[config.mk]
export PLATFORM = sky130hd
export DESIGN_NAME = qla_reg_hub
export DESIGN_NICKNAME = d
export VERILOG_FILES = /design/src/verilog/qla_pkg.sv /design/src/verilog/qla_reg_hub.sv /design/src/verilog/read_result.sv /design/src/verilog/board_regs.sv /design/src/verilog/axis_regs.sv /design/src/verilog/reg_decode.sv
export SDC_FILE = /design/constraint.sdc
export NUM_CORES = 1
export LEC_CHECK = 0
export ABC_CLOCK_PERIOD_IN_PS = 6600
export BUFFER_PORTS_ARGS = -buffer_cell sky130_fd_sc_hd__buf_2
export CAP_MARGIN = 20
export CORE_UTILIZATION = 35
export CTS_BUF_LIST = sky130_fd_sc_hd__clkbuf_2
export CTS_CLUSTER_DIAMETER = 60
export DETAILED_ROUTE_END_ITERATION = 8
export SLEW_MARGIN = 20
export SYNTH_ARGS = -nofsm -noshare
export SYNTH_HDL_FRONTEND = slang
export SYNTH_SLANG_ARGS = --single-unit
[constraint.sdc]
create_clock -name sysclk -period 6.6 [get_ports sysclk]
set_input_delay 1.32 -clock sysclk [delete_from_list [all_inputs] [get_ports sysclk]]
set_output_delay 1.32 -clock sysclk [all_outputs]
set_load 0.05 [all_outputs]
[src/verilog/qla_pkg.sv]
// --------------------
// shared widths, types and address map for the register hub
// address layout: [15:12] region, [7:4] channel, [3:0] offset
// bits 11..8 are ignored by the decode
// channel 0 is the board, channels 1..NUM_AXES are the axes
// --------------------

`default_nettype none

package qla_pkg;

    // --------------------
    // bus and payload types
    // --------------------
    typedef logic [15:0] reg_addr_t;   // host register address
    typedef logic [31:0] reg_data_t;   // host register data
    typedef logic [15:0] cur_t;        // motor current, feedback or command
    typedef logic [3:0]  chan_t;       // channel, address bits 7..4
    typedef logic [3:0]  off_t;        // offset in channel, bits 3..0

    // --------------------
    // address map
    // --------------------
    localparam logic [3:0] ADDR_MAIN = 4'd0;   // board + axis space, others unmapped

    // axis channel offsets
    localparam off_t OFF_ADC_DATA  = 4'd0;     // current feedback, read only
    localparam off_t OFF_DAC_CTRL  = 4'd1;     // current command, read/write

    // board channel offsets
    localparam off_t OFF_STATUS    = 4'd0;     // id + amp disable bits
    localparam off_t OFF_DOUT_CTRL = 4'd1;     // digital outputs

    // --------------------
    // status word layout
    // --------------------
    localparam int STATUS_ID_LSB = 24;         // 4-bit board id sits here
    localparam int DOUT_W        = 4;          // digital output count

endpackage

`default_nettype wire
[src/verilog/qla_reg_hub.sv]
// --------------------
// register hub top, four-axis motor controller board
// two Wishbone classic slave ports, firewire and ethernet
// ADC currents in and DAC commands out are parallel words
// NUM_AXES 1..8, axis n answers on channel n
// --------------------

`timescale 1ns/1ps
`default_nettype none

module qla_reg_hub import qla_pkg::*; #(
    parameter int NUM_AXES   = 4,      // axis channels
    parameter int TRIP_COUNT = 8       // over-limit cycles before trip
) (
    input  wire logic                sysclk,
    input  wire logic                arst_n,

    // firewire host port
    input  wire logic                fw_cyc,
    input  wire logic                fw_stb,
    input  wire logic                fw_we,
    input  wire reg_addr_t           fw_adr,
    input  wire reg_data_t           fw_dat_w,
    output reg_data_t                fw_dat_r,
    output logic                     fw_ack,

    // ethernet host port
    input  wire logic                eth_cyc,
    input  wire logic                eth_stb,
    input  wire logic                eth_we,
    input  wire reg_addr_t           eth_adr,
    input  wire reg_data_t           eth_dat_w,
    output reg_data_t                eth_dat_r,
    output logic                     eth_ack,

    // board I/O
    input  wire cur_t [NUM_AXES-1:0] cur_fb,       // current feedback per axis
    input  wire logic [3:0]          wenid,        // rotary switch, active low
    output cur_t [NUM_AXES-1:0]      dac_cmd,
    output logic [NUM_AXES-1:0]      amp_disable,
    output logic [DOUT_W-1:0]        dout
);

    // --------------------
    // access bus
    // --------------------
    logic                     acc_valid;
    logic                     acc_we;
    logic                     acc_main;
    logic                     acc_eth;
    chan_t                    acc_chan;
    off_t                     acc_off;
    reg_data_t                acc_wdata;
    logic                     acc_done;

    logic                     wr_any;        // valid mapped write
    logic                     board_wr;
    logic [NUM_AXES-1:0]      axis_wr;
    reg_data_t                board_word;
    reg_data_t [NUM_AXES-1:0] axis_words;

    reg_decode #(.NUM_AXES(NUM_AXES)) u_decode (
        .sysclk    (sysclk),
        .arst_n    (arst_n),
        .fw_cyc    (fw_cyc),
        .fw_stb    (fw_stb),
        .fw_we     (fw_we),
        .fw_adr    (fw_adr),
        .fw_dat_w  (fw_dat_w),
        .eth_cyc   (eth_cyc),
        .eth_stb   (eth_stb),
        .eth_we    (eth_we),
        .eth_adr   (eth_adr),
        .eth_dat_w (eth_dat_w),
        .acc_done  (acc_done),
        .acc_valid (acc_valid),
        .acc_we    (acc_we),
        .acc_main  (acc_main),
        .acc_eth   (acc_eth),
        .acc_chan  (acc_chan),
        .acc_off   (acc_off),
        .acc_wdata (acc_wdata)
    );

    // per-channel write strobes
    assign wr_any   = acc_valid & acc_we & acc_main;
    assign board_wr = wr_any & (acc_chan == '0);

    // --------------------
    // execute, board + axes
    // --------------------
    board_regs #(.NUM_AXES(NUM_AXES)) u_board (
        .sysclk      (sysclk),
        .arst_n      (arst_n),
        .wr_en       (board_wr),
        .acc_off     (acc_off),
        .acc_wdata   (acc_wdata),
        .wenid       (wenid),
        .amp_disable (amp_disable),
        .dout        (dout),
        .rd_word     (board_word)
    );

    for (genvar i = 0; i < NUM_AXES; i++) begin : g_axis
        assign axis_wr[i] = wr_any & (acc_chan == chan_t'(i + 1));   // axis i on chan i+1

        axis_regs #(.TRIP_COUNT(TRIP_COUNT)) u_axis (
            .sysclk      (sysclk),
            .arst_n      (arst_n),
            .wr_en       (axis_wr[i]),
            .acc_off     (acc_off),
            .acc_wdata   (acc_wdata),
            .cur_fb      (cur_fb[i]),
            .dac_cmd     (dac_cmd[i]),
            .amp_disable (amp_disable[i]),
            .rd_word     (axis_words[i])
        );
    end

    // --------------------
    // result, read mux and ack
    // --------------------
    read_result #(.NUM_AXES(NUM_AXES)) u_result (
        .sysclk     (sysclk),
        .arst_n     (arst_n),
        .acc_valid  (acc_valid),
        .acc_we     (acc_we),
        .acc_main   (acc_main),
        .acc_eth    (acc_eth),
        .acc_chan   (acc_chan),
        .board_word (board_word),
        .axis_words (axis_words),
        .fw_dat_r   (fw_dat_r),
        .fw_ack     (fw_ack),
        .eth_dat_r  (eth_dat_r),
        .eth_ack    (eth_ack),
        .acc_done   (acc_done)
    );

endmodule

`default_nettype wire

[src/verilog/read_result.sv]
// --------------------
// read select and Wishbone ack
// writes and unmapped accesses return 0 but are still acked
// ack goes to the winning port only, one cycle wide
// --------------------

`timescale 1ns/1ps
`default_nettype none

module read_result import qla_pkg::*; #(
    parameter int NUM_AXES = 4
) (
    input  wire logic                     sysclk,
    input  wire logic                     arst_n,

    input  wire logic                     acc_valid,
    input  wire logic                     acc_we,
    input  wire logic                     acc_main,
    input  wire logic                     acc_eth,
    input  wire chan_t                    acc_chan,
    input  wire reg_data_t                board_word,   // channel 0
    input  wire reg_data_t [NUM_AXES-1:0] axis_words,   // channels 1..NUM_AXES

    output reg_data_t                     fw_dat_r,
    output logic                          fw_ack,
    output reg_data_t                     eth_dat_r,
    output logic                          eth_ack,
    output logic                          acc_done      // back to decode
);

    reg_data_t rd_sel;

    // channel select
    always_comb begin
        rd_sel = '0;
        if (!acc_we && acc_main) begin
            if (acc_chan == '0)
                rd_sel = board_word;
            for (int i = 0; i < NUM_AXES; i++) begin
                if (acc_chan == chan_t'(i + 1))
                    rd_sel = axis_words[i];
            end
        end
    end

    // --------------------
    // ack, one cycle after acc_valid
    // --------------------
    always_ff @(posedge sysclk or negedge arst_n) begin
        if (!arst_n) begin
            fw_ack   <= 1'b0;
            eth_ack  <= 1'b0;
            acc_done <= 1'b0;
        end else begin
            fw_ack   <= acc_valid & ~acc_eth;
            eth_ack  <= acc_valid &  acc_eth;
            acc_done <= acc_valid;
        end
    end

    // read data per port, only meaningful while its ack is high
    always_ff @(posedge sysclk) begin
        if (acc_valid) begin
            if (acc_eth)
                eth_dat_r <= rd_sel;
            else
                fw_dat_r  <= rd_sel;
        end
    end

endmodule

`default_nettype wire

[src/verilog/board_regs.sv]
// --------------------
// channel 0, board registers
// status word: ~wenid at bit 24, amp disables from bit 0
// wenid is the active-low rotary switch
// --------------------

`timescale 1ns/1ps
`default_nettype none

module board_regs import qla_pkg::*; #(
    parameter int NUM_AXES = 4
) (
    input  wire logic                sysclk,
    input  wire logic                arst_n,

    input  wire logic                wr_en,        // write to channel 0
    input  wire off_t                acc_off,
    input  wire reg_data_t           acc_wdata,
    input  wire logic [3:0]          wenid,        // board id, active low
    input  wire logic [NUM_AXES-1:0] amp_disable,  // from the axis channels

    output logic [DOUT_W-1:0]        dout,
    output reg_data_t                rd_word
);

    reg_data_t status_word;

    // digital output register
    always_ff @(posedge sysclk or negedge arst_n) begin
        if (!arst_n)
            dout <= '0;
        else if (wr_en && (acc_off == OFF_DOUT_CTRL))
            dout <= acc_wdata[DOUT_W-1:0];
    end

    // --------------------
    // status and readback
    // --------------------
    always_comb begin
        status_word                          = '0;
        status_word[STATUS_ID_LSB +: 4]      = ~wenid;       // switch is inverted
        status_word[NUM_AXES-1:0]            = amp_disable;  // axis 1 at bit 0
    end

    always_comb begin
        case (acc_off)
            OFF_STATUS:    rd_word = status_word;
            OFF_DOUT_CTRL: rd_word = reg_data_t'(dout);
            default:       rd_word = '0;
        endcase
    end

endmodule

`default_nettype wire

[src/verilog/axis_regs.sv]
// --------------------
// one axis channel: DAC current command, feedback readback, safety trip
// trip when feedback > 2 * command for TRIP_COUNT cycles in a row
// the trip latches, only a command write clears it
// --------------------

`timescale 1ns/1ps
`default_nettype none

module axis_regs import qla_pkg::*; #(
    parameter int TRIP_COUNT = 8        // consecutive over-limit cycles
) (
    input  wire logic      sysclk,
    input  wire logic      arst_n,

    input  wire logic      wr_en,       // write to this channel
    input  wire off_t      acc_off,
    input  wire reg_data_t acc_wdata,
    input  wire cur_t      cur_fb,      // parallel ADC current

    output cur_t           dac_cmd,     // parallel DAC command
    output logic           amp_disable, // latched safety trip
    output reg_data_t      rd_word      // read data for acc_off
);

    localparam int CNT_W = $clog2(TRIP_COUNT + 1);
    localparam logic [CNT_W-1:0] CNT_MAX = CNT_W'(TRIP_COUNT);

    logic             cmd_wr;          // write hits the command register
    logic             over_lim;
    logic [16:0]      fb_ext;          // one extra bit so 2x cmd cannot wrap
    logic [16:0]      cmd_x2;
    logic [CNT_W-1:0] trip_cnt;

    assign cmd_wr = wr_en & (acc_off == OFF_DAC_CTRL);

    // --------------------
    // safety compare
    // --------------------
    assign fb_ext   = {1'b0, cur_fb};
    assign cmd_x2   = {dac_cmd, 1'b0};
    assign over_lim = fb_ext > cmd_x2;

    always_ff @(posedge sysclk or negedge arst_n) begin
        if (!arst_n) begin
            dac_cmd     <= '0;
            trip_cnt    <= '0;
            amp_disable <= 1'b0;
        end else if (cmd_wr) begin
            dac_cmd     <= acc_wdata[15:0];     // low half is the command
            trip_cnt    <= '0;
            amp_disable <= 1'b0;                // new command rearms the check
        end else if (over_lim) begin
            if (trip_cnt != CNT_MAX)
                trip_cnt <= trip_cnt + 1'b1;
            else
                amp_disable <= 1'b1;            // held until next cmd write
        end else begin
            trip_cnt <= '0;                     // must be consecutive
        end
    end

    // --------------------
    // readback
    // --------------------
    always_comb begin
        case (acc_off)
            OFF_ADC_DATA: rd_word = reg_data_t'(cur_fb);
            OFF_DAC_CTRL: rd_word = reg_data_t'(dac_cmd);
            default:      rd_word = '0;         // unused offsets
        endcase
    end

endmodule

`default_nettype wire

[src/verilog/reg_decode.sv]
// --------------------
// two-port Wishbone classic arbiter and address decode
// ethernet wins when both ports request in the same cycle
// one access in flight and held busy until acc_done
// a losing port just waits with no timeout
// --------------------

`timescale 1ns/1ps
`default_nettype none

module reg_decode import qla_pkg::*; #(
    parameter int NUM_AXES = 4          // axis channels 1..NUM_AXES
) (
    input  wire logic      sysclk,
    input  wire logic      arst_n,

    // firewire host port request side
    input  wire logic      fw_cyc,
    input  wire logic      fw_stb,
    input  wire logic      fw_we,
    input  wire reg_addr_t fw_adr,
    input  wire reg_data_t fw_dat_w,

    // ethernet host port request side
    input  wire logic      eth_cyc,
    input  wire logic      eth_stb,
    input  wire logic      eth_we,
    input  wire reg_addr_t eth_adr,
    input  wire reg_data_t eth_dat_w,

    input  wire logic      acc_done,      // result stage has acked

    // accepted access
    output logic           acc_valid,     // one-cycle strobe
    output logic           acc_we,
    output logic           acc_main,      // mapped main space with channel present
    output logic           acc_eth,       // high when ethernet won
    output chan_t          acc_chan,
    output off_t           acc_off,
    output reg_data_t      acc_wdata
);

    typedef enum logic {
        ST_IDLE,
        ST_BUSY
    } dec_state_t;

    localparam chan_t MAX_CHAN = chan_t'(NUM_AXES);   // highest axis channel

    dec_state_t state;

    logic      fw_req;
    logic      eth_req;
    logic      grant;       // accept this cycle
    logic      sel_we;
    reg_addr_t sel_adr;
    reg_data_t sel_wdata;

    // --------------------
    // request select
    // --------------------
    assign fw_req  = fw_cyc & fw_stb;
    assign eth_req = eth_cyc & eth_stb;
    assign grant   = (state == ST_IDLE) & (fw_req | eth_req);

    // eth has priority over firewire
    assign sel_we    = eth_req ? eth_we    : fw_we;
    assign sel_adr   = eth_req ? eth_adr   : fw_adr;
    assign sel_wdata = eth_req ? eth_dat_w : fw_dat_w;

    // --------------------
    // idle / busy control
    // --------------------
    always_ff @(posedge sysclk or negedge arst_n) begin
        if (!arst_n) begin
            state     <= ST_IDLE;
            acc_valid <= 1'b0;
        end else begin
            acc_valid <= 1'b0;                  // strobe defaults low
            case (state)
                ST_IDLE: begin
                    if (grant) begin
                        state     <= ST_BUSY;
                        acc_valid <= 1'b1;
                    end
                end
                ST_BUSY: begin
                    if (acc_done)
                        state <= ST_IDLE;       // nothing accepted on this edge
                end
                default: state <= ST_IDLE;
            endcase
        end
    end

    // access fields load only when a port wins
    always_ff @(posedge sysclk) begin
        if (grant) begin
            acc_eth   <= eth_req;
            acc_we    <= sel_we;
            acc_wdata <= sel_wdata;
            acc_chan  <= sel_adr[7:4];
            acc_off   <= sel_adr[3:0];
            // channels past the last axis behave like an unmapped region
            acc_main  <= (sel_adr[15:12] == ADDR_MAIN) && (sel_adr[7:4] <= MAX_CHAN);
        end
    end

endmodule

`default_nettype wire

# Word level (Yosys, flattened, before mapping)
# Cells that the tools add are included.
word_totals:
  register_bits: 184
  input_bits: 172
  word_cells: 131
op_classes:
  add_sub_neg: 4
  order_cmp: 5
  n_eq_ne: 17
  muxes: 42
  bitwise: 20
  n_reduce_logical: 17
ops:
  columns: ["op", "n"]
  rows:
  - ["2-to-1 mux 28 bit", 6]
  - ["one-hot mux 16 bit (2 select lines)", 4]
  - ["> comparator 16 x 17 -> 1 bit", 4]
  - ["one-hot mux 28 bit (2 select lines)", 1]
  - ["2-to-1 mux 4 bit", 12]
  - ["2-to-1 mux 16 bit", 2]
  - ["adder 4 x 1 -> 4 bit, second input constant", 4]
  - ["AND 1 bit", 16]
  - ["2-to-1 mux 1 bit", 16]
  - ["inequality test 4 bit, second input constant", 4]
  - ["zero test 4 bit", 3]
  - ["inequality test 3 x 2 -> 1 bit, second input constant", 4]
  - ["AND reduction 2 bit", 6]
  - ["== test 4 x 1 -> 1 bit, second input constant", 2]
  - ["== test 4 x 2 -> 1 bit, second input constant", 2]
  - ["inequality test 2 x 1 -> 1 bit, second input constant", 4]
  - ["nonzero test 2 bit", 4]
  - ["== test 4 x 3 -> 1 bit, second input constant", 1]
  - ["less-or-equal comparator 4 x 3 -> 1 bit, second input constant", 1]
  - ["inverter 4 bit", 1]
  - ["logical AND 1 bit", 3]
  - ["inverter 1 bit", 2]
  - ["one-hot mux 1 bit (2 select lines)", 1]
  - ["zero test 1 bit", 1]
  - ["OR 1 bit", 1]

# Longest topological paths before layout
logic_depth:
  ltp_word: 8
  mapped_depth: 9
  ltp_nobuf: 7

# Hierarchy
# A second synthesis with hierarchy kept.
hier_totals:
  cells_unflattened: 1083
  hier_area_um2: 12403.1
by_module_without_submodules:
  columns: ["module", "n_inst", "cells_per_inst", "area_per_inst_um2", "seq_area_each_um2"]
  rows:
  - ["axis_regs", 4, 148, 1570.3, 525.5]
  - ["read_result", 1, 329, 3454.6, 1996.9]
  - ["reg_decode", 1, 104, 2103.3, 1341.3]
  - ["board_regs", 1, 51, 493.0, 100.1]
  - ["qla_reg_hub", 1, 7, 71.3, 0.0]

# Worst setup path after synthesis
# OpenSTA, ideal clock, no wires.
synth_path:
  kind: "input-to-reg"
  start: "input eth_cyc"
  end: "register u_decode.acc_chan[0], enable pin"
  t_arrival_ns: 2.787
  required_time_ns: 6.178
  slack_ns: 3.392
  stages: 2
  n_path_buf: 0
  path_cell_list: "nand2_1 a21oi_1"
synth_between:
  elab_chain_cells: 3
synth_rtl:
  columns: ["item", "line_no", "rtl"]
  rows:
  - ["from (decl)", "qla_reg_hub.sv:28", "input wire logic eth_cyc,"]
  - ["AND 1 bit", "reg_decode.sv:63", "assign eth_req = eth_cyc & eth_stb;"]
  - ["OR 1 bit", "reg_decode.sv:64", "assign grant = (state == ST_IDLE) & (fw_req | eth_req);"]
  - ["AND 1 bit", "reg_decode.sv:64", null]
  - ["via u_decode.grant", "reg_decode.sv:54", "logic grant;"]
  - ["to (signal assigned)", "reg_decode.sv:102", "acc_chan <= sel_adr[7:4];"]
  - ["to (decl)", "reg_decode.sv:38", "output chan_t acc_chan,"]
# The timed path passes the listed nets, and every way through them passes these cells.
# A chain may end at the register's enable or synchronous reset.

# Worst setup path in the final report
layout_path:
  start: "register u_decode.acc_off[1]"
  end: "register g_axis[2].u_axis.dac_cmd[9]"
layout_between:
  elab_chain_cells: 2
layout_rtl:
  columns: ["item", "line_no", "rtl"]
  rows:
  - ["from (decl)", "reg_decode.sv:39", "output off_t acc_off,"]
  - ["from (signal assigned)", "reg_decode.sv:103", "acc_off <= sel_adr[3:0];"]
  - ["== test 4 x 1 -> 1 bit", "axis_regs.sv:35", "assign cmd_wr = wr_en & (acc_off == OFF_DAC_CTRL);"]
  - ["AND 1 bit", "axis_regs.sv:35", null]
  - ["to (signal assigned)", "axis_regs.sv:50", "dac_cmd <= acc_wdata[15:0];"]
  - ["to (decl)", "axis_regs.sv:21", "output cur_t dac_cmd,"]
# No other way between the ends.

==> flow_metrics.py <==
metrics = {
    "clock_network": {
        "cts_setup_buffers": 0,
        "cts_sinks": 160,
        "cts_tree": "yes",
        "h-tree-depth": 4,
        "cts-hold-fix-buffers": 0,
        "clockBufferDepth": 2,
        "insertion_delay_ns": 0.81,
        "cts_buffers": 17,
        "path_clk_slew_ns": 0.30,
        "root_buffer": "clkbuf_2",
        "post_cts_resized": 0,
    },
    "drt": {
        "dr.pass1.iters": 6,
        "drt-wirelength-per-cell_um": 20.86,
        "drc": 0,
        "final_antenna_net_count": 0,
        "drt_iter0_markers": 741,
        "via_per_inst": 5.322,
        "num_vias": 7478,
        "wirelength_um": 29300,
    },
    "cells_and_area": {
        "area_growth_pct": 19.05,
        "nets": 1306,
        "utilization_pct": 42.90,
        "drive_gt1_share_pct": 30.68,
        "final_cells": 1405,
    },
    "yosys": {
        "synth.most_common_cell": "dfrtp_1",
        "yosys_warnings": 0,
        "synth_edf_count": 67,
        "netlist-cell-type-count": 58,
        "synth_cells": 840,
        "synth_area_leaders": "dfrtp_1, edfxtp_1, ha_1",
        "synth_common_cells": "dfrtp_1, nand2_1, inv_1, o21ai_0, ha_1",
        "async_reset_ff_share_pct": 58.13,
        "synth_top_area_share_pct": 26.32,
        "synth_top_area_cell": "dfrtp_1",
        "syn_area_per_cell_um2": 10.52,
        "synth_ff_type": "dfrtp_1",
        "syn_area_mm2": 0.008841,
        "ys_ff_latch": 160,
        "yosysSeqAreaShare_pct": 49.08,
    },
    "global_routing": {
        "grt_use_total_pct": 22.95,
        "grt_start_max_net_pins": 70,
        "antenna_found_initial": 3,
        "grt_pass1_wl_um": 43860,
        "grt_pass1_vias": 7214,
        "grt-ovfl-total": 0,
    },
    "run_status": {
        "status": "finished clean",
    },
    "floorplan": {
        "die_h_um": 160.9,
        "ioPinCount": 310,
        "die_x_um": 160.9,
        "core_area_mm2": 0.02453,
        "rows": 57,
        "die_area_mm2": 0.02590,
        "initial_utilization_pct": 36.04,
    },
    "sta": {
        "worstMarginPinSlew_ns": 0.9000,
        "max_slew_margin_pct": 39.83,
        "rsz0062_at_grt": "false",
        "setup_viol": 0,
        "fin_ws_ns": 3.354,
        "post-route-min-period_ns": 3.246,
        "final-max-slew-violation-count": 0,
        "timing.fmax_ghz": 0.3081,
        "setup_tns_ns": 0,
        "hold_viol": 0,
        "finClkSkew_ns": 0.05937,
        "period_share_pct": 49.18,
    },
    "critical_path": {
        "regToRegSetupSlack_ns": 3.35,
        "startpoint_type": "register",
        "r2r_cells": 5,
        "required_ns": 7.27,
        "end_kind": "register",
        "critPathBufInv": 1,
        "rr_startpoint": "u_decode.acc_off[1]$_DFFE_PP_",
        "crit_chain": "nor4b_4, buf_4, nand4_1, nor2_4, o21ai_0",
        "slowest_stage": "nor2_4",
        "worstPathArrival_ns": 3.92,
        "crit_family": "simple AND/OR/NAND/NOR gates",
        "worstReg2RegEnd": "g_axis[2].u_axis.dac_cmd[9]$_DFFE_PN0P_",
        "crit_path_max_incr_delay_ns": 0.78,
        "path_class": "reg -> reg",
        "worstPathMaxFanout": 69,
    },
    "pwr": {
        "p_seq_share_pct": 53.5,
        "vdd_ir_drop_max_mv": 0.1026,
        "switching_share_pct": 32.81,
        "p_int_uw": 1484,
        "power_density_mw_per_mm2": 209.9,
        "p_switching_uw": 724.9,
        "clock_power_share_pct": 28.5,
        "p_leak_uw": 0.004706,
        "pwr-share-comb_pct": 18.0,
    },
    "place": {
        "dp.cells": 1371,
        "gp_congestion": 0.9238,
        "portBuffers": 245,
        "dp_hpwl_um": 22420,
        "post-place-ws_ns": 3.298,
    },
    "worst_hold_path": {
        "hp-class": "in -> async",
    },
    "flow_run": {
        "maxCapViolations": 0,
    },
}
sequential cells by signal, summed over array words and instances, names as in the netlist, 4 cells and up:
register,count
u_decode.acc_chan,4
g_axis.u_axis.trip_cnt,16
u_result.eth_dat_r,20
u_decode.acc_off,4
u_result.fw_dat_r,20
u_decode.acc_wdata,16
g_axis.u_axis.amp_disable,4
g_axis.u_axis.dac_cmd,64
u_board.dout,4
stage by stage:
step	power, µW	instance area (µm²)	hold WS, ns
floorplan	1454	8927	0.3796
global placement	1583	10230	0.4188
detailed placement	1597	10230	0.4129
CTS	2220	10520	0.3832
global route	2312	10520	0.3710
finish	2209	10530	0.4038
metal layers:
layer  part of all wire, %  global-route usage (%)  up-vias
met5                 0.044                       0        -
met4                   3.2                   8.105        2
met3                   9.0                   6.198       42
met2                    45                   35.50      373
met1                    42                   30.82     3559
li1                      -                       -     3502
layout by cell type (no fill, tap or decap), drive strengths merged, types with 3 or more instances in the layout:
| master | Yosys | routed |
|---|---|---|
| nand4b | 4 | 4 |
| a22oi | 22 | 22 |
| buf | 43 | 252 |
| or2 | 4 | 4 |
| a21oi | 25 | 25 |
| conb | 1 | 24 |
| nand3 | 11 | 11 |
| xor2 | 4 | 4 |
| nor4 | 22 | 22 |
| a31oi | 7 | 7 |
| inv | 80 | 88 |
| and3 | 4 | 4 |
| nor2 | 28 | 28 |
| edfxtp | 67 | 67 |
| xnor2 | 4 | 4 |
| mux2i | 6 | 6 |
| nor2b | 6 | 6 |
| a221o | 12 | 12 |
| o22ai | 7 | 7 |
| or4 | 3 | 3 |
| o21ai | 75 | 75 |
| dfrtp | 93 | 93 |
| a221oi | 35 | 35 |
| clkbuf | 25 | 17 |
| nand2 | 81 | 81 |
| clkinv | 0 | 3 |
| bufinv | 0 | 3 |
| nand4 | 11 | 11 |
| a21o | 7 | 7 |
| nor3 | 17 | 17 |
| ha | 68 | 68 |
| mux2 | 36 | 36 |
| a211oi | 7 | 7 |
power groups by stage:
stage	Sequential, µW	Combinational [µW]	Clock [µW]
after floorplan	1210	249	0
after global placement	1200	385	0
after detailed placement	1200	397	0
after CTS	1180	399	641
after global routing	1190	444	678
final	1180	398	629
cells by family (layout without fill, tap and decap cells):
| logic type | Yosys count | in the layout | share of synthesized area, % |
|---|---|---|---|
| buf+inv | 148 | 364 | 7.854 |
| other cells | 1 | 26 | 0.04242 |
| simple gates | 202 | 202 | 11.43 |
| compound gates | 211 | 211 | 15.91 |
| mux | 42 | 42 | 5.265 |
| flops | 160 | 160 | 49.08 |
| xor+xnor | 8 | 8 | 0.7924 |
| fa+ha+maj | 68 | 68 | 9.624 |
layout make-up:
| class | count | area, µm² |
|---|---|---|
| sequential | 160 | 4339 |
| inverter | 80 | 300.3 |
| multi-input combinational | 555 | 3914 |
| clock buffer | 17 | 85.08 |
| fill | 2407 | 14010 |
| timing repair buffer | 252 | 1281 |
| antenna | 2 | 5.005 |
| tap | 324 | 405.4 |
| clock inverter | 15 | 195.2 |
how the worst max path moves through the flow:
| stage | from | end | slack (ns) | depth (start not counted) |
|---|---|---|---|---|
| 6_report | u_decode.acc_off[1]$_DFFE_PP_ | g_axis[2].u_axis.dac_cmd[9]$_DFFE_PN0P_ | 3.35 | 5 |
| 5_1_grt | u_decode.acc_off[1]$_DFFE_PP_ | g_axis[2].u_axis.dac_cmd[9]$_DFFE_PN0P_ | 3.12 | 5 |
| 4_1_cts | u_decode.acc_off[1]$_DFFE_PP_ | g_axis[2].u_axis.dac_cmd[9]$_DFFE_PN0P_ | 3.38 | 5 |
| 3_5_place_dp | cur_fb[31] | g_axis[1].u_axis.amp_disable$_DFFE_PN0P_ | 3.30 | 7 |
| 3_3_place_gp | cur_fb[39] | g_axis[2].u_axis.trip_cnt[1]$_DFFE_PN0P_ | 3.30 | 7 |
| 2_1_floorplan | eth_cyc | u_decode.acc_chan[0]$_DFFE_PP_ | 3.39 | 2 |
Power figures use the tool's default switching activity.
